===== src/source/mist_pkg.sv =====
// mist support package: shared widths, SPI command codes, video structs and core id
`default_nettype none

package mist_pkg;

   typedef logic [3:0]  rgb4_t;     // native game color channel
   typedef logic [5:0]  rgb6_t;     // connector / scan doubler channel
   typedef logic [31:0] word32_t;
   typedef logic [21:0] rom_addr_t;
   typedef logic [7:0]  byte_t;

   // bit events from the synchronized SPI pins
   typedef struct packed {
      logic bit_rise;
      logic bit_fall;
      logic sdi;
   } spi_ev_t;

   typedef struct packed {
      rgb4_t nat_r;
      rgb4_t nat_g;
      rgb4_t nat_b;
      logic  nat_hs;
      logic  nat_vs;
      rgb6_t dbl_r;   // scan-doubled video
      rgb6_t dbl_g;
      rgb6_t dbl_b;
      logic  dbl_hs;
      logic  dbl_vs;
   } video_in_t;

   typedef struct packed {
      rgb6_t r;
      rgb6_t g;
      rgb6_t b;
      logic  hs;
      logic  vs;
   } video_out_t;

   typedef struct packed {
      logic scan2x_dis;
      logic ypbpr;
   } vid_cfg_t;

   localparam byte_t CMD_JOY0     = 8'h01;
   localparam byte_t CMD_JOY1     = 8'h02;
   localparam byte_t CMD_STATUS   = 8'h1E;
   localparam byte_t CMD_VIDCFG   = 8'h14;
   localparam byte_t CMD_DL_START = 8'h54;
   localparam byte_t CMD_DL_END   = 8'h55;
   localparam byte_t CMD_DL_DATA  = 8'h56;
   localparam byte_t CORE_ID      = 8'hA4;

endpackage

`default_nettype wire


===== src/source/spi_front.sv =====
// SPI front end: brings SCK, DI and both selects into clk_sys and makes bit events
`default_nettype none
`timescale 1ns/1ps

module spi_front (
   input  wire               clk_sys,
   input  wire               rst_n_i,
   input  wire               spi_sck_i,
   input  wire               spi_di_i,
   input  wire               spi_ss_io_i,
   input  wire               spi_ss_dl_i,
   output mist_pkg::spi_ev_t spi_ev_o,
   output logic              sel_io_o,
   output logic              sel_dl_o
);

   logic [1:0] sck_q;
   logic [1:0] di_q;
   logic [1:0] ss_io_q;
   logic [1:0] ss_dl_q;
   logic       sck_prev_q;   // edge flop

   always_ff @(posedge clk_sys or negedge rst_n_i) begin
      if (!rst_n_i) begin
         sck_q      <= 2'b00;
         di_q       <= 2'b00;
         ss_io_q    <= 2'b11;   // selects idle high
         ss_dl_q    <= 2'b11;
         sck_prev_q <= 1'b0;
      end else begin
         sck_q      <= {sck_q[0], spi_sck_i};
         di_q       <= {di_q[0], spi_di_i};
         ss_io_q    <= {ss_io_q[0], spi_ss_io_i};
         ss_dl_q    <= {ss_dl_q[0], spi_ss_dl_i};
         sck_prev_q <= sck_q[1];
      end
   end

   assign spi_ev_o.bit_rise = sck_q[1] & ~sck_prev_q;
   assign spi_ev_o.bit_fall = ~sck_q[1] & sck_prev_q;
   assign spi_ev_o.sdi      = di_q[1];   // aligned with the sck stage
   assign sel_io_o          = ss_io_q[1];
   assign sel_dl_o          = ss_dl_q[1];

endmodule

`default_nettype wire


===== src/source/spi_user_io.sv =====
// SPI user IO: decodes joystick, status and video option commands, returns the core id
`default_nettype none
`timescale 1ns/1ps

module spi_user_io (
   input  wire               clk_sys,
   input  wire               rst_n_i,
   input  wire               mist_pkg::spi_ev_t spi_ev_i,
   input  wire               sel_i,          // active low
   output logic              spi_do_o,
   output mist_pkg::word32_t joystick1_o,
   output mist_pkg::word32_t joystick2_o,
   output mist_pkg::word32_t status_o,
   output mist_pkg::vid_cfg_t vid_cfg_o
);

   import mist_pkg::*;

   logic [2:0] bit_cnt;
   logic [6:0] shift_q;
   logic [2:0] byte_idx;    // 0 is the command, saturates at 5
   byte_t      cmd_q;
   word32_t    word_q;
   byte_t      do_sr;       // core id going out
   byte_t      rx_byte;
   logic       byte_done;
   logic       wr_word_q;
   logic       wr_cfg_q;

   assign rx_byte   = {shift_q, spi_ev_i.sdi};
   assign byte_done = spi_ev_i.bit_rise & ~sel_i & (bit_cnt == 3'd7);
   assign spi_do_o  = ~sel_i & (byte_idx == 3'd0) & do_sr[7];

   // byte and word assembly
   always_ff @(posedge clk_sys) begin
      if (spi_ev_i.bit_rise && !sel_i) shift_q <= rx_byte[6:0];
      if (byte_done) word_q <= {word_q[23:0], rx_byte};   // msb first
   end

   always_ff @(posedge clk_sys or negedge rst_n_i) begin
      if (!rst_n_i) begin
         bit_cnt     <= '0;
         byte_idx    <= '0;
         cmd_q       <= '0;
         do_sr       <= CORE_ID;
         wr_word_q   <= 1'b0;
         wr_cfg_q    <= 1'b0;
         joystick1_o <= '0;
         joystick2_o <= '0;
         status_o    <= '0;
         vid_cfg_o   <= '0;
      end else begin
         wr_word_q <= byte_done & (byte_idx == 3'd4);
         wr_cfg_q  <= byte_done & (byte_idx == 3'd1);
         if (sel_i) begin   // deselect drops any partial byte
            bit_cnt  <= '0;
            byte_idx <= '0;
            do_sr    <= CORE_ID;
         end else begin
            if (spi_ev_i.bit_rise) bit_cnt <= bit_cnt + 3'd1;
            if (spi_ev_i.bit_fall && byte_idx == 3'd0) do_sr <= {do_sr[6:0], 1'b0};
            if (byte_done) begin
               if (byte_idx == 3'd0) cmd_q <= rx_byte;
               if (byte_idx != 3'd5) byte_idx <= byte_idx + 3'd1;
            end
         end
         if (wr_word_q) begin
            case (cmd_q)
               CMD_JOY0:   joystick1_o <= word_q;
               CMD_JOY1:   joystick2_o <= word_q;
               CMD_STATUS: status_o    <= word_q;
               default:    ;
            endcase
         end
         if (wr_cfg_q && cmd_q == CMD_VIDCFG) begin
            vid_cfg_o.scan2x_dis <= word_q[0];
            vid_cfg_o.ypbpr      <= word_q[1];
         end
      end
   end

   // the front end must never report both SCK edges at once
   a_one_edge: assert property (@(posedge clk_sys) disable iff (!rst_n_i)
      !(spi_ev_i.bit_rise && spi_ev_i.bit_fall));

endmodule

`default_nettype wire


===== src/source/spi_rom_loader.sv =====
// SPI ROM loader: turns download transactions into an address, data and write stream
`default_nettype none
`timescale 1ns/1ps

module spi_rom_loader (
   input  wire                 clk_sys,
   input  wire                 rst_n_i,
   input  wire                 mist_pkg::spi_ev_t spi_ev_i,
   input  wire                 sel_i,          // active low
   output logic                downloading_o,
   output mist_pkg::rom_addr_t ioctl_addr_o,
   output mist_pkg::byte_t     ioctl_data_o,
   output logic                ioctl_wr_o
);

   import mist_pkg::*;

   logic [2:0] bit_cnt;
   logic [6:0] shift_q;
   logic       cmd_phase;   // next byte is a command
   byte_t      cmd_q;
   byte_t      rx_byte;
   logic       byte_done;
   logic       data_byte;

   assign rx_byte   = {shift_q, spi_ev_i.sdi};
   assign byte_done = spi_ev_i.bit_rise & ~sel_i & (bit_cnt == 3'd7);
   assign data_byte = byte_done & ~cmd_phase & (cmd_q == CMD_DL_DATA) & downloading_o;

   always_ff @(posedge clk_sys) begin
      if (spi_ev_i.bit_rise && !sel_i) shift_q <= rx_byte[6:0];
      if (data_byte) ioctl_data_o <= rx_byte;
   end

   always_ff @(posedge clk_sys or negedge rst_n_i) begin
      if (!rst_n_i) begin
         bit_cnt       <= '0;
         cmd_phase     <= 1'b1;
         cmd_q         <= '0;
         downloading_o <= 1'b0;
         ioctl_addr_o  <= '0;
         ioctl_wr_o    <= 1'b0;
      end else begin
         ioctl_wr_o <= data_byte;   // one cycle per byte
         if (ioctl_wr_o) ioctl_addr_o <= ioctl_addr_o + 1'b1;
         if (sel_i) begin
            bit_cnt   <= '0;
            cmd_phase <= 1'b1;
         end else begin
            if (spi_ev_i.bit_rise) bit_cnt <= bit_cnt + 3'd1;
            if (byte_done && cmd_phase) begin
               cmd_phase <= 1'b0;
               cmd_q     <= rx_byte;
               if (rx_byte == CMD_DL_START) begin
                  downloading_o <= 1'b1;
                  ioctl_addr_o  <= '0;
               end
               if (rx_byte == CMD_DL_END) downloading_o <= 1'b0;
            end
         end
      end
   end

   // a write strobe only follows a byte taken inside a download
   a_wr_in_dl: assert property (@(posedge clk_sys) disable iff (!rst_n_i)
      ioctl_wr_o |-> downloading_o);

endmodule

`default_nettype wire


===== src/source/video_out_stage.sv =====
// video output stage: source select, optional YPbPr conversion, registered connector pins
`default_nettype none
`timescale 1ns/1ps

module video_out_stage (
   input  wire                  clk_sys,
   input  wire                  rst_n_i,
   input  wire                  mist_pkg::video_in_t vid_i,
   input  wire                  mist_pkg::vid_cfg_t cfg_i,
   output mist_pkg::video_out_t vid_o
);

   import mist_pkg::*;

   rgb6_t             src_r;
   rgb6_t             src_g;
   rgb6_t             src_b;
   logic              src_hs;
   logic              src_vs;
   logic              csync;
   logic signed [15:0] r_s;
   logic signed [15:0] g_s;
   logic signed [15:0] b_s;
   logic signed [15:0] y_sum;
   logic signed [15:0] pb_sum;
   logic signed [15:0] pr_sum;
   logic signed [15:0] pb_full;
   logic signed [15:0] pr_full;
   video_out_t        nxt;

   always_comb begin
      if (cfg_i.scan2x_dis) begin   // native video, widened
         src_r  = {vid_i.nat_r, vid_i.nat_r[3:2]};
         src_g  = {vid_i.nat_g, vid_i.nat_g[3:2]};
         src_b  = {vid_i.nat_b, vid_i.nat_b[3:2]};
         src_hs = ~vid_i.nat_hs;
         src_vs = ~vid_i.nat_vs;
      end else begin
         src_r  = vid_i.dbl_r;
         src_g  = vid_i.dbl_g;
         src_b  = vid_i.dbl_b;
         src_hs = vid_i.dbl_hs;
         src_vs = vid_i.dbl_vs;
      end
      csync = ~(src_hs ^ src_vs);
   end

   // RGB to YPbPr, coefficients scaled by 256
   always_comb begin
      r_s     = $signed({10'd0, src_r});
      g_s     = $signed({10'd0, src_g});
      b_s     = $signed({10'd0, src_b});
      y_sum   = 16'sd77 * r_s + 16'sd150 * g_s + 16'sd29 * b_s;
      pb_sum  = 16'sd128 * b_s - 16'sd43 * r_s - 16'sd85 * g_s;
      pr_sum  = 16'sd128 * r_s - 16'sd107 * g_s - 16'sd21 * b_s;
      pb_full = 16'sd32 + (pb_sum >>> 8);
      pr_full = 16'sd32 + (pr_sum >>> 8);
   end

   always_comb begin
      if (cfg_i.ypbpr) begin
         nxt.r = pr_full[5:0];
         nxt.g = y_sum[13:8];
         nxt.b = pb_full[5:0];
      end else begin
         nxt.r = src_r;
         nxt.g = src_g;
         nxt.b = src_b;
      end
      // scart cables want csync on hs and a high vs
      nxt.hs = (cfg_i.scan2x_dis | cfg_i.ypbpr) ? csync : src_hs;
      nxt.vs = (cfg_i.scan2x_dis | cfg_i.ypbpr) ? 1'b1 : src_vs;
   end

   always_ff @(posedge clk_sys or negedge rst_n_i) begin
      if (!rst_n_i) vid_o <= '0;
      else          vid_o <= nxt;
   end

endmodule

`default_nettype wire


===== src/source/sd_audio_dac.sv =====
// audio DAC: first-order sigma-delta modulator giving one output bit per clock
`default_nettype none
`timescale 1ns/1ps

module sd_audio_dac #(
   parameter bit SIGNED_SND = 1'b0   // 1 for two's complement samples
) (
   input  wire        clk_sys,
   input  wire        rst_n_i,
   input  wire [15:0] snd_i,
   output logic       snd_pwm_o
);

   logic [15:0] sample;
   logic [15:0] acc_q;
   logic [16:0] sum;

   // msb flip turns two's complement into offset binary
   assign sample = {snd_i[15] ^ SIGNED_SND, snd_i[14:0]};
   assign sum    = {1'b0, acc_q} + {1'b0, sample};

   always_ff @(posedge clk_sys or negedge rst_n_i) begin
      if (!rst_n_i) begin
         acc_q     <= '0;
         snd_pwm_o <= 1'b0;
      end else begin
         acc_q     <= sum[15:0];
         snd_pwm_o <= sum[16];   // carry is the density bit
      end
   end

endmodule

`default_nettype wire


===== src/source/mist_base.sv =====
// MiST base: SPI config and ROM download, video connector conditioning and audio DAC
`default_nettype none
`timescale 1ns/1ps

module mist_base #(
   parameter bit SIGNED_SND = 1'b0
) (
   input  wire                      clk_sys,
   input  wire                      rst_n_i,
   // native and scan-doubled video
   input  wire mist_pkg::rgb4_t     game_r_i,
   input  wire mist_pkg::rgb4_t     game_g_i,
   input  wire mist_pkg::rgb4_t     game_b_i,
   input  wire                      hs_i,
   input  wire                      vs_i,
   input  wire mist_pkg::rgb6_t     scan2x_r_i,
   input  wire mist_pkg::rgb6_t     scan2x_g_i,
   input  wire mist_pkg::rgb6_t     scan2x_b_i,
   input  wire                      scan2x_hs_i,
   input  wire                      scan2x_vs_i,
   output wire                      scan2x_enb_o,   // scan doubler disable
   output wire mist_pkg::rgb6_t     video_r_o,
   output wire mist_pkg::rgb6_t     video_g_o,
   output wire mist_pkg::rgb6_t     video_b_o,
   output wire                      video_hs_o,
   output wire                      video_vs_o,
   // SPI from the controller chip
   output wire                      spi_do_o,
   input  wire                      spi_di_i,
   input  wire                      spi_sck_i,
   input  wire                      spi_ss2_i,
   input  wire                      conf_data0_i,
   output wire mist_pkg::word32_t   status_o,
   output wire mist_pkg::word32_t   joystick1_o,
   output wire mist_pkg::word32_t   joystick2_o,
   // sound
   input  wire [15:0]               snd_i,
   output wire                      snd_pwm_o,
   // ROM download
   output wire mist_pkg::rom_addr_t ioctl_addr_o,
   output wire mist_pkg::byte_t     ioctl_data_o,
   output wire                      ioctl_wr_o,
   output wire                      downloading_o
);

   import mist_pkg::*;

   spi_ev_t    spi_ev;
   logic       sel_io;
   logic       sel_dl;
   vid_cfg_t   vid_cfg;
   video_in_t  vid_in;
   video_out_t vid_out;

   assign vid_in = '{nat_r: game_r_i, nat_g: game_g_i, nat_b: game_b_i,
                     nat_hs: hs_i, nat_vs: vs_i,
                     dbl_r: scan2x_r_i, dbl_g: scan2x_g_i, dbl_b: scan2x_b_i,
                     dbl_hs: scan2x_hs_i, dbl_vs: scan2x_vs_i};

   assign scan2x_enb_o = vid_cfg.scan2x_dis;
   assign video_r_o    = vid_out.r;
   assign video_g_o    = vid_out.g;
   assign video_b_o    = vid_out.b;
   assign video_hs_o   = vid_out.hs;
   assign video_vs_o   = vid_out.vs;

   spi_front u_spi_front (
      .clk_sys     ( clk_sys      ),
      .rst_n_i     ( rst_n_i      ),
      .spi_sck_i   ( spi_sck_i    ),
      .spi_di_i    ( spi_di_i     ),
      .spi_ss_io_i ( conf_data0_i ),
      .spi_ss_dl_i ( spi_ss2_i    ),
      .spi_ev_o    ( spi_ev       ),
      .sel_io_o    ( sel_io       ),
      .sel_dl_o    ( sel_dl       )
   );

   spi_user_io u_user_io (
      .clk_sys     ( clk_sys     ),
      .rst_n_i     ( rst_n_i     ),
      .spi_ev_i    ( spi_ev      ),
      .sel_i       ( sel_io      ),
      .spi_do_o    ( spi_do_o    ),
      .joystick1_o ( joystick1_o ),
      .joystick2_o ( joystick2_o ),
      .status_o    ( status_o    ),
      .vid_cfg_o   ( vid_cfg     )
   );

   spi_rom_loader u_rom_loader (
      .clk_sys       ( clk_sys       ),
      .rst_n_i       ( rst_n_i       ),
      .spi_ev_i      ( spi_ev        ),
      .sel_i         ( sel_dl        ),
      .downloading_o ( downloading_o ),
      .ioctl_addr_o  ( ioctl_addr_o  ),
      .ioctl_data_o  ( ioctl_data_o  ),
      .ioctl_wr_o    ( ioctl_wr_o    )
   );

   video_out_stage u_video (
      .clk_sys ( clk_sys ),
      .rst_n_i ( rst_n_i ),
      .vid_i   ( vid_in  ),
      .cfg_i   ( vid_cfg ),
      .vid_o   ( vid_out )
   );

   sd_audio_dac #(.SIGNED_SND(SIGNED_SND)) u_dac (
      .clk_sys   ( clk_sys   ),
      .rst_n_i   ( rst_n_i   ),
      .snd_i     ( snd_i     ),
      .snd_pwm_o ( snd_pwm_o )
   );

endmodule

`default_nettype wire


===== config.mk =====
export PLATFORM = sky130hd
export DESIGN_NAME = mist_base
export DESIGN_NICKNAME = d
export VERILOG_FILES = /design/src/source/mist_pkg.sv /design/src/source/spi_front.sv /design/src/source/spi_user_io.sv /design/src/source/spi_rom_loader.sv /design/src/source/video_out_stage.sv /design/src/source/sd_audio_dac.sv /design/src/source/mist_base.sv
export SDC_FILE = /design/constraint.sdc
export NUM_CORES = 1
export LEC_CHECK = 0
export CORE_MARGIN = 5
export CORE_UTILIZATION = 35
export CTS_BUF_LIST = sky130_fd_sc_hd__clkbuf_16
export DETAILED_ROUTE_END_ITERATION = 6
export DONT_BUFFER_PORTS = 1
export GPL_TIMING_DRIVEN = 0
export SYNTH_ARGS = -nofsm -noshare
export SYNTH_HDL_FRONTEND = slang
export SYNTH_SLANG_ARGS = --single-unit

===== constraint.sdc =====
create_clock -name clk_sys -period 6.65 [get_ports clk_sys]
set_input_delay 0 -clock clk_sys [delete_from_list [all_inputs] [get_ports clk_sys]]
set_output_delay 0 -clock clk_sys [all_outputs]
set_load 0.02 [all_outputs]

==> qor.csv, run 1 <==
stage;metric;value;unit
run_status;outcome;complete, but fails checks;
run_status;failing checks;hold timing;
clock_tree;CTS tree;done;
synth;most frequent cell after synthesis;ha_1;
sta;worst setup margin;0.3186;ns
drt;Detail Route Antenna Nets;0;
run;max_cap viols;0;
layout;NumNets Final;1782;
drt;via-per-instance ratio;4.957;
synth;Syn Area/Cell;11.55;sq um
layout;Final Non-Filler Cells;2074;
placed_design;hpwl dp;28450;um
sta;post-layout minimum cycle time;6.331;ns
sta;Hold Vio Cnt, Final;1;
pwr;total power;5.870;mW
setup_path;crit-path max FO;10;
sta;Setup TNS Final;0;ns
die;DIE WIDTH;222.3;um
placed_design;PortBufs;0;
placed_design;DP Worst Slack;-1.264;ns
hold_path;Hold WC Path Type;input pin to flop;
synth;area fraction of the dominant cell type after synthesis;0.3078;
setup_path;Reg2Reg Depth;26;
drt;routed via count;10281;
synth;most frequent cells after synthesis;211 x ha_1, 194 x dfrtp_1, 156 x inv_1, 120 x mux2_2, 80 x a21oi_1;
drt;Initial DRT Pass Iterations;5;
synth;Synth Warn #;0;
synth;Synth Area in Compound Gates;0.07799;
setup_path;worst path required time;7.11;ns
sta;worst relative slew slack;0.2569;
sta;unrepaired setup endpoints after global routing;no;
layout;post-route core utilization;0.4097;
die;die area;0.04940;sq mm
synth;post-synthesis xor/xnor area fraction;0.05054;
sta;Hold WS;-0.04409;ns
synth;EDFF count, synth;54;
clock_tree;Clock Latency Late Sink;0.55;ns
layout;Area Growth Syn to Fin;15.38;%
grt;initial antenna violation count;1;
synth;top cells by area, synth;dfrtp_1 31%, ha_1 17%, edfxtp_1 10%;
die;Ports;207;
layout;design area;0.01820;sq mm
clock_tree;Longest Clk Path Bufs;3;
grt;largest net degree at the start of global routing;203;
die;Core ar.;0.04441;sq mm
sta;slew of the pin with the lowest slew margin;1.115;ns
synth;Synth area leader;dfrtp_1;
setup_path;kind of critical path;flop to flop;
synth;largest family of logic cells by synthesized area;adder cells;
drt;drt total wl;37210;um
sta;FMAX;157.9;MHz
clock_tree;H-tree Lvls;1;
clock_tree;Clock Sinks;256;
grt;total grt overflow;0;
pwr;Peak VDD IR;0.2186;mV
sta;# setup viols final;0;
synth;Synthesized Nets;1687;
setup_path;CP Launch Type;flop;
drt;number of remaining DRC errors;0;
synth;multiplexer area fraction after synthesis;0.09013;
placed_design;Cells after DPL;1963;
synth;Cells after Synth;1365;
setup_path;crit path capture type;flop;
synth;Synth Cell Area;0.01577;sq mm
synth;Synth Area in Adders;0.2372;
layout;Fillers;4169;
die;Starting Density;0.3551;
drt;routed len/inst;17.94;um
placed_design;routability congestion estimate;0.8620;
die;die height;222.3;um
setup_path;crit path DAT;6.79;ns
clock_tree;clk slew on worst S/H paths;0.06;ns
clock_tree;TritonCTS Buffers;27;
hold_path;Min-Delay Path Depth;5;
grt;Overall Global Routing Usage;0.1473;
sta;final worst path period share;0.9521;
die;Cell Rows;77;
sta;Slew Viols, Final;0;
placed_design;placed cell areas;0.01658;sq mm
grt;via count of the first global-routing pass;10626;
pwr;Pleak;8.825;nW
layout;share of layout cells above drive strength 1;0.1418;
clock_tree;Root Buffer;clkbuf_16;
drt;DRT iter0 DRCs;426;
sta;skew final;0.006173;ns
synth;number of distinct library cells after synthesis;58;
synth;simple-gate area share of the yosys netlist;0.07704;
pwr;Power Dens Cells;322.6;mW/mm^2
grt;first-pass GRT wire length;59310;um
synth;ys async rst share;0.7891;
synth;sequential element share of the synthesized area;0.4240;
synth;Post-synth top flop;dfrtp_1;
synth;flop and latch count out of synthesis;256;
## routing by layer
metal / vias to the layer above / routed length, um / track usage
met5: - / 0 / 0
met4: 0 / 857 / 0.03818
met3: 56 / 2584 / 0.03761
met2: 204 / 17510 / 0.2429
met1: 5091 / 16250 / 0.1944
li1: 4930 / - / -
## final timing paths
path	from	slack, ns	end
min in group asynchronous	rst_n_i	0.13	u_user_io.joystick2_o[12]
setup / recovery	u_user_io.vid_cfg_o[1]	0.32	u_video.vid_o[13]
hold reg to reg	u_spi_front.ss_io_q[0]	0.36	u_spi_front.ss_io_q[1]
max in group asynchronous	rst_n_i	5.56	u_user_io.vid_cfg_o[1]
hold / removal	scan2x_r_i[4]	-0.04	u_video.vid_o[18]
setup reg to reg	u_user_io.vid_cfg_o[1]	0.32	u_video.vid_o[13]
## report_power, final
group	switching [mW]	total [mW]	internal, mW
combinational	1.47	2.68	1.21
clock	0.644	1.47	0.826
sequential	0.0420	1.72	1.68
total	2.16	5.87	3.71
## flip-flops by register name, indices dropped and copies added, names as in the netlist, 2 cells and up
register,cells
u_user_io.joystick1_o,32
u_spi_front.sck_q,2
u_user_io.word_q,32
u_user_io.bit_cnt,3
u_rom_loader.bit_cnt,3
u_video.vid_o,20
u_spi_front.ss_io_q,2
u_user_io.cmd_q,8
u_user_io.shift_q,7
u_user_io.do_sr,6
u_rom_loader.ioctl_addr_o,22
u_dac.acc_q,16
u_user_io.vid_cfg_o,2
u_rom_loader.ioctl_data_o,8
u_rom_loader.shift_q,7
u_user_io.joystick2_o,32
u_spi_front.di_q,2
u_user_io.byte_idx,3
u_spi_front.ss_dl_q,2
u_rom_loader.cmd_q,8
u_user_io.status_o,32
## cells by family (layout without fill, tap and decap cells)
kind of cell,Yosys count,count (layout)
flip-flops,256,256
multiplexers,127,127
AO/OA/AOI/OAI,203,203
other,0,1
buffers and inverters,180,296
AND/OR/NAND/NOR,242,242
XOR/XNOR,91,91
adder cells (fa/ha/maj),266,266
## critical path: stages, from the launching register on
cell	delay (ns)
dfrtp_2	0.55
buf_8	0.19
clkbuf_8	0.21
mux2i_4	0.30
inv_2	0.09
ha_1	0.33
ha_1	0.29
inv_1	0.05
fa_1	0.54
inv_1	0.04
ha_1	0.22
fa_1	0.40
a21o_1	0.20
a21oi_2	0.16
o21bai_1	0.09
a21oi_2	0.19
xor2_2	0.26
fa_1	0.46
inv_1	0.08
ha_1	0.29
and3_1	0.23
and2_1	0.17
a22oi_2	0.16
o21a_1	0.16
o311ai_2	0.11
or3_1	0.34
o211ai_1	0.09
## layout make-up
type	instances	area, sq um	area share
Buffer	24	118.9	0.006533
Timing Repair Buffer	66	681.9	0.03748
Antenna cell	1	2.502	0.0001375
Clock buffer	27	675.6	0.03713
Inverter	156	585.6	0.03218
Multi-Input combinational cell	929	8516	0.4680
Tap cell	592	740.7	0.04071
Clock inverter	23	186.4	0.01025
Sequential cell	256	6688	0.3676
## repair_timing
item                                   in CTS  in global routing
gates resized for setup                    16                 26
pin swaps                                   0                  3
endpoints found under the hold margin     235                  3
buffers inserted                            1                  0
setup endpoints to repair                  16                  9
hold buffers                               55                  4
## placed cells by master (no fill, tap or decap), types with 5 or more instances in the layout
cell	instances
dfrtp_1	193
mux2i_1	6
dlygate4sd3_1	58
dfstp_2	8
clkbuf_16	27
nand4_1	7
ha_1	210
nor3_1	17
a21oi_2	5
fa_1	55
o21a_1	10
nand3_1	15
clkinv_1	5
a21oi_1	75
nand2b_1	9
edfxtp_1	54
clkbuf_1	14
a211oi_1	5
clkinv_2	5
a21o_1	22
mux2_2	116
o21ai_1	5
or3_1	8
xor2_1	37
nor2_1	69
nor3b_1	5
o21bai_1	14
and3_1	8
nor2b_1	15
inv_1	160
nand2_1	59
o21ai_0	38
xnor2_1	53
No activity file was read; power rests on OpenSTA's default activity.
==> run 2, diff against run 1 <==
--- a/config.mk
+++ b/config.mk
@@ -8,9 +8,10 @@
 export CORE_MARGIN = 5
 export CORE_UTILIZATION = 35
 export CTS_BUF_LIST = sky130_fd_sc_hd__clkbuf_16
+export CTS_CLUSTER_SIZE = 8
 export DETAILED_ROUTE_END_ITERATION = 6
 export DONT_BUFFER_PORTS = 1
-export GPL_TIMING_DRIVEN = 0
+export GPL_TIMING_DRIVEN = 1
 export SYNTH_ARGS = -nofsm -noshare
 export SYNTH_HDL_FRONTEND = slang
 export SYNTH_SLANG_ARGS = --single-unit
==> qor.csv, run 2 (same netlist as run 1, synthesis figures left out) <==
stage;metric;value;unit
pwr;Pleak;8.974;nW
hold_path;hold endpoint;u_video.vid_o[6];
die;Core ar.;0.04441;sq mm
grt;Overall Global Routing Usage;0.1493;
sta;post-layout minimum cycle time;6.323;ns
setup_path;worst r2r src;u_user_io.vid_cfg_o[1];
die;Cell Rows;77;
drt;number of remaining DRC errors;0;
layout;# diodes;0;
layout;most frequent cells in the layout;211 x ha_1, 193 x dfrtp_1, 178 x inv_1;
layout;share of layout cells above drive strength 1;0.1447;
setup_path;crit path DAT;6.75;ns
setup_path;crit-path max FO;10;
sta;final worst path period share;0.9509;
layout;Area Growth Syn to Fin;16.03;%
die;die area;0.04940;sq mm
grt;first-pass GRT wire length;60120;um
pwr;Peak VDD IR;0.2105;mV
hold_path;hold path startpoint;scan2x_b_i[4];
die;DIE WIDTH;222.3;um
setup_path;R2R Setup Slk;0.33;ns
layout;FF/Latch Area;0.006688;sq mm
hold_path;Hold WC Path Type;input pin to flop;
pwr;Power Dens Cells;335.0;mW/mm^2
sta;Slew Viols, Final;0;
clock_tree;Longest Clk Path Bufs;3;
die;die height;222.3;um
layout;NumNets Final;1782;
grt;via count of the first global-routing pass;10584;
pwr;total power;6.130;mW
sta;slew of the pin with the lowest slew margin;1.107;ns
clock_tree;Clock Latency Late Sink;0.52;ns
layout;post-route core utilization;0.4120;
sta;Setup TNS Final;0;ns
die;Starting Density;0.3551;
placed_design;hpwl dp;27620;um
setup_path;CP Launch Type;flop;
drt;WL met3;2339;um
clock_tree;TritonCTS Buffers;38;
sta;skew final;0.02092;ns
clock_tree;clk slew on worst S/H paths;0.06;ns
grt;initial antenna violation count;0;
drt;routed len/inst;17.99;um
hold_path;Min-Delay Path Depth;5;
sta;Hold Vio Cnt, Final;0;
placed_design;routability congestion estimate;0.8682;
drt;drt total wl;37380;um
drt;Top Layer Used;met4;
grt;total grt overflow;0;
layout;footprint of the multi-input gates;0.008458;sq mm
drt;via-per-instance ratio;4.931;
die;Ports;207;
drt;routed via count;10246;
drt;Detail Route Antenna Nets;0;
sta;FMAX;158.1;MHz
layout;Fillers;4175;
setup_path;worst path required time;7.07;ns
setup_path;kind of critical path;flop to flop;
run;max_cap viols;0;
placed_design;PortBufs;0;
clock_tree;H-tree Lvls;2;
drt;met2 WL;17690;um
setup_path;reg-to-reg endpoint;u_video.vid_o[13];
drt;Initial DRT Pass Iterations;4;
grt;largest net degree at the start of global routing;203;
sta;worst relative slew slack;0.2621;
clock_tree;Root Buffer;clkbuf_16;
clock_tree;CTS tree;done;
drt;M1 WL;16510;um
drt;DRT iter0 DRCs;488;
setup_path;Reg2Reg Depth;27;
sta;# setup viols final;0;
clock_tree;Clock Sinks;256;
run_status;outcome;completed;
setup_path;crit path capture type;flop;
layout;commonest non-fill, non-tap cell in the layout;ha_1;
run 2: cell count changes in the layout (fill, tap and decap cells not counted), moves of 4 or more:
cell           change
buf_4             +21
clkbuf_1          -14
o21ai_0            +7
buf_1              -4
clkbuf_16         +11
o21ai_2            -4
mux2_4             -4
inv_1             +18
mux2_2             +4
dlygate4sd3_1      -5
clkinv_2           -4
run 2: what timing repair did:
item / 4_1_cts / 5_1_grt
hold buffers: 54 / 0
buffers inserted: 0 / 3
gates resized for setup: 0 / 12
hold endpoints to repair: 235 / 0
setup endpoints to repair: 0 / 8
run 2: where the power goes:
| part | switching (mW) | leakage, nW | internal (mW) |
|---|---|---|---|
| Clock | 0.684 | 0.608 | 1.03 |
| Combinational | 1.49 | 5.18 | 1.21 |
| Sequential | 0.0425 | 3.18 | 1.68 |
| Total | 2.21 | 8.97 | 3.92 |
run 2: worst max-delay path by stage:
stage	from	to	depth (start not counted)
detailed placement	u_user_io.vid_cfg_o[1]	u_video.vid_o[13]	26
finish	u_user_io.vid_cfg_o[1]	u_video.vid_o[13]	27
floorplan	u_user_io.vid_cfg_o[1]	u_video.vid_o[13]	24
CTS	u_user_io.vid_cfg_o[1]	u_video.vid_o[13]	26
global route	u_user_io.vid_cfg_o[1]	u_video.vid_o[13]	27
global placement	u_user_io.vid_cfg_o[1]	u_video.vid_o[19]	22
run 2: worst max-delay path, cell delays in order (launching register included):
cell and delay [ns]:
dfrtp_2 0.43, buf_4 0.17, nand2_1 0.08, o21ai_0 0.08
dlygate4sd3_1 0.56, buf_4 0.17, ha_1 0.31, ha_1 0.14
inv_1 0.05, fa_1 0.49, inv_1 0.04, ha_1 0.21
fa_1 0.40, a21o_1 0.20, a21oi_1 0.22, o21bai_1 0.12
a21oi_2 0.22, xor2_2 0.24, fa_1 0.45, inv_1 0.07
ha_1 0.29, and3_1 0.23, and2_1 0.16, a22oi_1 0.20
o21a_1 0.16, o311ai_1 0.10, or3_1 0.33, o211ai_1 0.10
run 2: per-layer routing:
metal | vias up | track usage
met5 | - | 0
met4 | 0 | 0.03699
met3 | 46 | 0.03973
met2 | 212 | 0.2461
met1 | 5054 | 0.1968
li1 | 4934 | -
run 2: area by class of cell:
type,instances,area share
Multi-Input combinational cell,929,0.4623
Tap cell,592,0.04048
Clock inverter,28,0.007043
Timing Repair Buffer,79,0.04076
Inverter,156,0.03200
Sequential cell,256,0.3655
Clock buffer,38,0.05197
run 2: metrics by stage:
stage	area, sq um	cells	worst slack, ns	hold slack [ns]
3_3_place_gp	16600	1955	0.5715	-0.2872
6_report	18300	2078	0.3268	0.03939
2_1_floorplan	15770	1365	0.3502	-0.2956
5_1_grt	18300	2078	-0.02031	0.02736
3_5_place_dp	16600	1955	0.4648	-0.2872
4_1_cts	18230	2075	0.06296	0.006895
==> run 3, diff against run 2 <==
==> constraint.sdc (replaced) <==
create_clock -name clk_sys -period 6.65 [get_ports clk_sys]
set_input_delay 0 -clock clk_sys [delete_from_list [all_inputs] [get_ports clk_sys]]
set_output_delay 0 -clock clk_sys [all_outputs]
set_load 0.05 [all_outputs]
==> qor.csv, run 3 (same netlist as run 1, synthesis figures left out) <==
stage;metric;value;unit
clock_tree;Longest Clk Path Bufs;3;
pwr;Pleak;8.958;nW
setup_path;CP endpoint;u_video.vid_o[13];
die;Ports;207;
die;DIE WIDTH;222.3;um
die;die height;222.3;um
pwr;sw power;2.233;mW
placed_design;routability congestion estimate;0.8978;
layout;design area;0.01830;sq mm
clock_tree;H-tree Lvls;2;
layout;footprint of the multi-input gates;0.008477;sq mm
pwr;Power Dens Cells;337.3;mW/mm^2
placed_design;PortBufs;0;
grt;largest net degree at the start of global routing;203;
grt;Overall Global Routing Usage;0.1496;
sta;post-layout minimum cycle time;6.415;ns
setup_path;kind of critical path;flop to flop;
setup_path;Worst Setup SP;u_user_io.vid_cfg_o[1];
placed_design;hpwl dp;28030;um
drt;Initial DRT Pass Iterations;5;
sta;worst setup margin;0.2354;ns
pwr;Int Pwr;3.939;mW
die;Core ar.;0.04441;sq mm
setup_path;CP Launch Type;flop;
layout;NumNets Final;1776;
clock_tree;Clock Latency Late Sink;0.54;ns
run;max_cap viols;0;
sta;unrepaired setup endpoints after global routing;yes;
clock_tree;TritonCTS Buffers;38;
setup_path;Reg2Reg Depth;25;
clock_tree;Clock Sinks;256;
layout;most frequent cells in the layout;211 x ha_1, 193 x dfrtp_1, 178 x inv_1;
drt;via-per-instance ratio;4.930;
sta;FMAX;155.9;MHz
drt;routed via count;10209;
sta;# setup viols final;0;
drt;DRT iter0 DRCs;566;
pwr;Clock Power Share;0.282;
pwr;sequential share of power;0.282;
hold_path;Hold WC Path Type;input pin to flop;
layout;Area Growth Syn to Fin;16.02;%
setup_path;worst r2r src;u_user_io.vid_cfg_o[1];
layout;# diodes;0;
grt;total grt overflow;0;
die;Cell Rows;77;
sta;final worst path period share;0.9646;
pwr;Net Sw Frac;0.3618;
grt;initial antenna violation count;1;
setup_path;reg-to-reg endpoint;u_video.vid_o[13];
die;Starting Density;0.3551;
pwr;Peak VDD IR;0.2408;mV
grt;first-pass GRT wire length;60060;um
sta;Slew Viols, Final;0;
placed_design;DP Worst Slack;0.4610;ns
setup_path;R2R Setup Slk;0.24;ns
drt;drt total wl;37810;um
die;die area;0.04940;sq mm
clock_tree;CTS tree;done;
clock_tree;clk slew on worst S/H paths;0.05;ns
drt;number of remaining DRC errors;0;
sta;slew of the pin with the lowest slew margin;1.117;ns
setup_path;crit-path max FO;17;
layout;commonest non-fill, non-tap cell in the layout;ha_1;
setup_path;crit path capture type;flop;
drt;routed len/inst;18.25;um
layout;FF/Latch Area;0.006690;sq mm
sta;worst relative slew slack;0.2536;
layout;post-route core utilization;0.4120;
sta;Hold Vio Cnt, Final;0;
placed_design;placed cell areas;0.01659;sq mm
setup_path;worst path required time;7.11;ns
drt;Detail Route Antenna Nets;0;
layout;share of layout cells above drive strength 1;0.1433;
sta;skew final;0.03735;ns
sta;Hold WS;0.03842;ns
setup_path;crit path DAT;6.87;ns
layout;Fillers;4125;
pwr;combinational share of power;0.435;
clock_tree;Root Buffer;clkbuf_16;
run_status;outcome;completed;
grt;via count of the first global-routing pass;10717;
[run 3: worst min path at each step]
stage	startpoint	to	cells past startpoint
after global placement	rst_n_i	u_user_io.joystick2_o[20]	0
after global routing	conf_data0_i	u_spi_front.ss_io_q[0]	1
after CTS	conf_data0_i	u_spi_front.ss_io_q[0]	1
after floorplan	rst_n_i	u_dac.acc_q[0]	0
final	scan2x_b_i[5]	u_video.vid_o[7]	5
after detailed placement	rst_n_i	u_user_io.joystick1_o[27]	0
[run 3: per-layer routing]
layer | track usage | wire, um | vias to the layer above
li1 | - | - | 4916
met1 | 0.1972 | 16610 | 5001
met2 | 0.2445 | 17800 | 237
met3 | 0.03801 | 2442 | 55
met4 | 0.04454 | 959 | 0
met5 | 0 | 0 | -
[run 3: layout make-up]
cell class | instances | share of cell area
multi-input combinational | 929 | 0.4633
inverter | 156 | 0.03200
timing repair buffer | 73 | 0.03850
clock buffer | 39 | 0.05334
sequential | 256 | 0.3657
tap | 592 | 0.04048
clock inverter | 26 | 0.006702
[run 3: stage by stage]
step | setup TNS [ns] | instances | power (mW)
after floorplan | 0 | 1365 | 3.755
after detailed placement | 0 | 1952 | 4.289
after CTS | 0 | 2070 | 6.203
after global routing | -0.05434 | 2071 | 6.686
after global placement | 0 | 1952 | 4.243
final | 0 | 2071 | 6.171
[run 3: critical path, stage by stage (launching register included)]
cell           delay, ns
dfrtp_4             0.56
nand2_1             0.11
o21ai_0             0.10
dlygate4sd3_1       0.60
buf_4               0.21
ha_1                0.34
ha_1                0.29
inv_1               0.05
fa_1                0.49
inv_1               0.07
ha_1                0.31
a21o_1              0.21
a21oi_1             0.24
o21ai_0             0.15
o21ai_1             0.23
nand2_1             0.14
fa_1                0.52
inv_1               0.04
ha_1                0.36
and3_1              0.24
and2_1              0.16
a22oi_1             0.19
o21a_1              0.19
o311ai_2            0.11
or3_1               0.33
o211ai_1            0.08
[run 3: what timing repair did]
action	4_1_cts	5_1_grt
hold endpoints to repair	235	0
hold buffers	53	0
gates resized for setup	0	13
endpoints found under the setup margin	0	10
setup buffers	0	1
[run 3: power groups by stage]
stage          Sequential, mW  Combinational [mW]  Clock (mW)
4_1_cts                  1.74                2.66        1.80
3_5_place_dp             1.77                2.52           0
2_1_floorplan            1.76                2.00           0
5_1_grt                  1.75                3.07        1.87
6_report                 1.74                2.69        1.74
3_3_place_gp             1.77                2.47           0
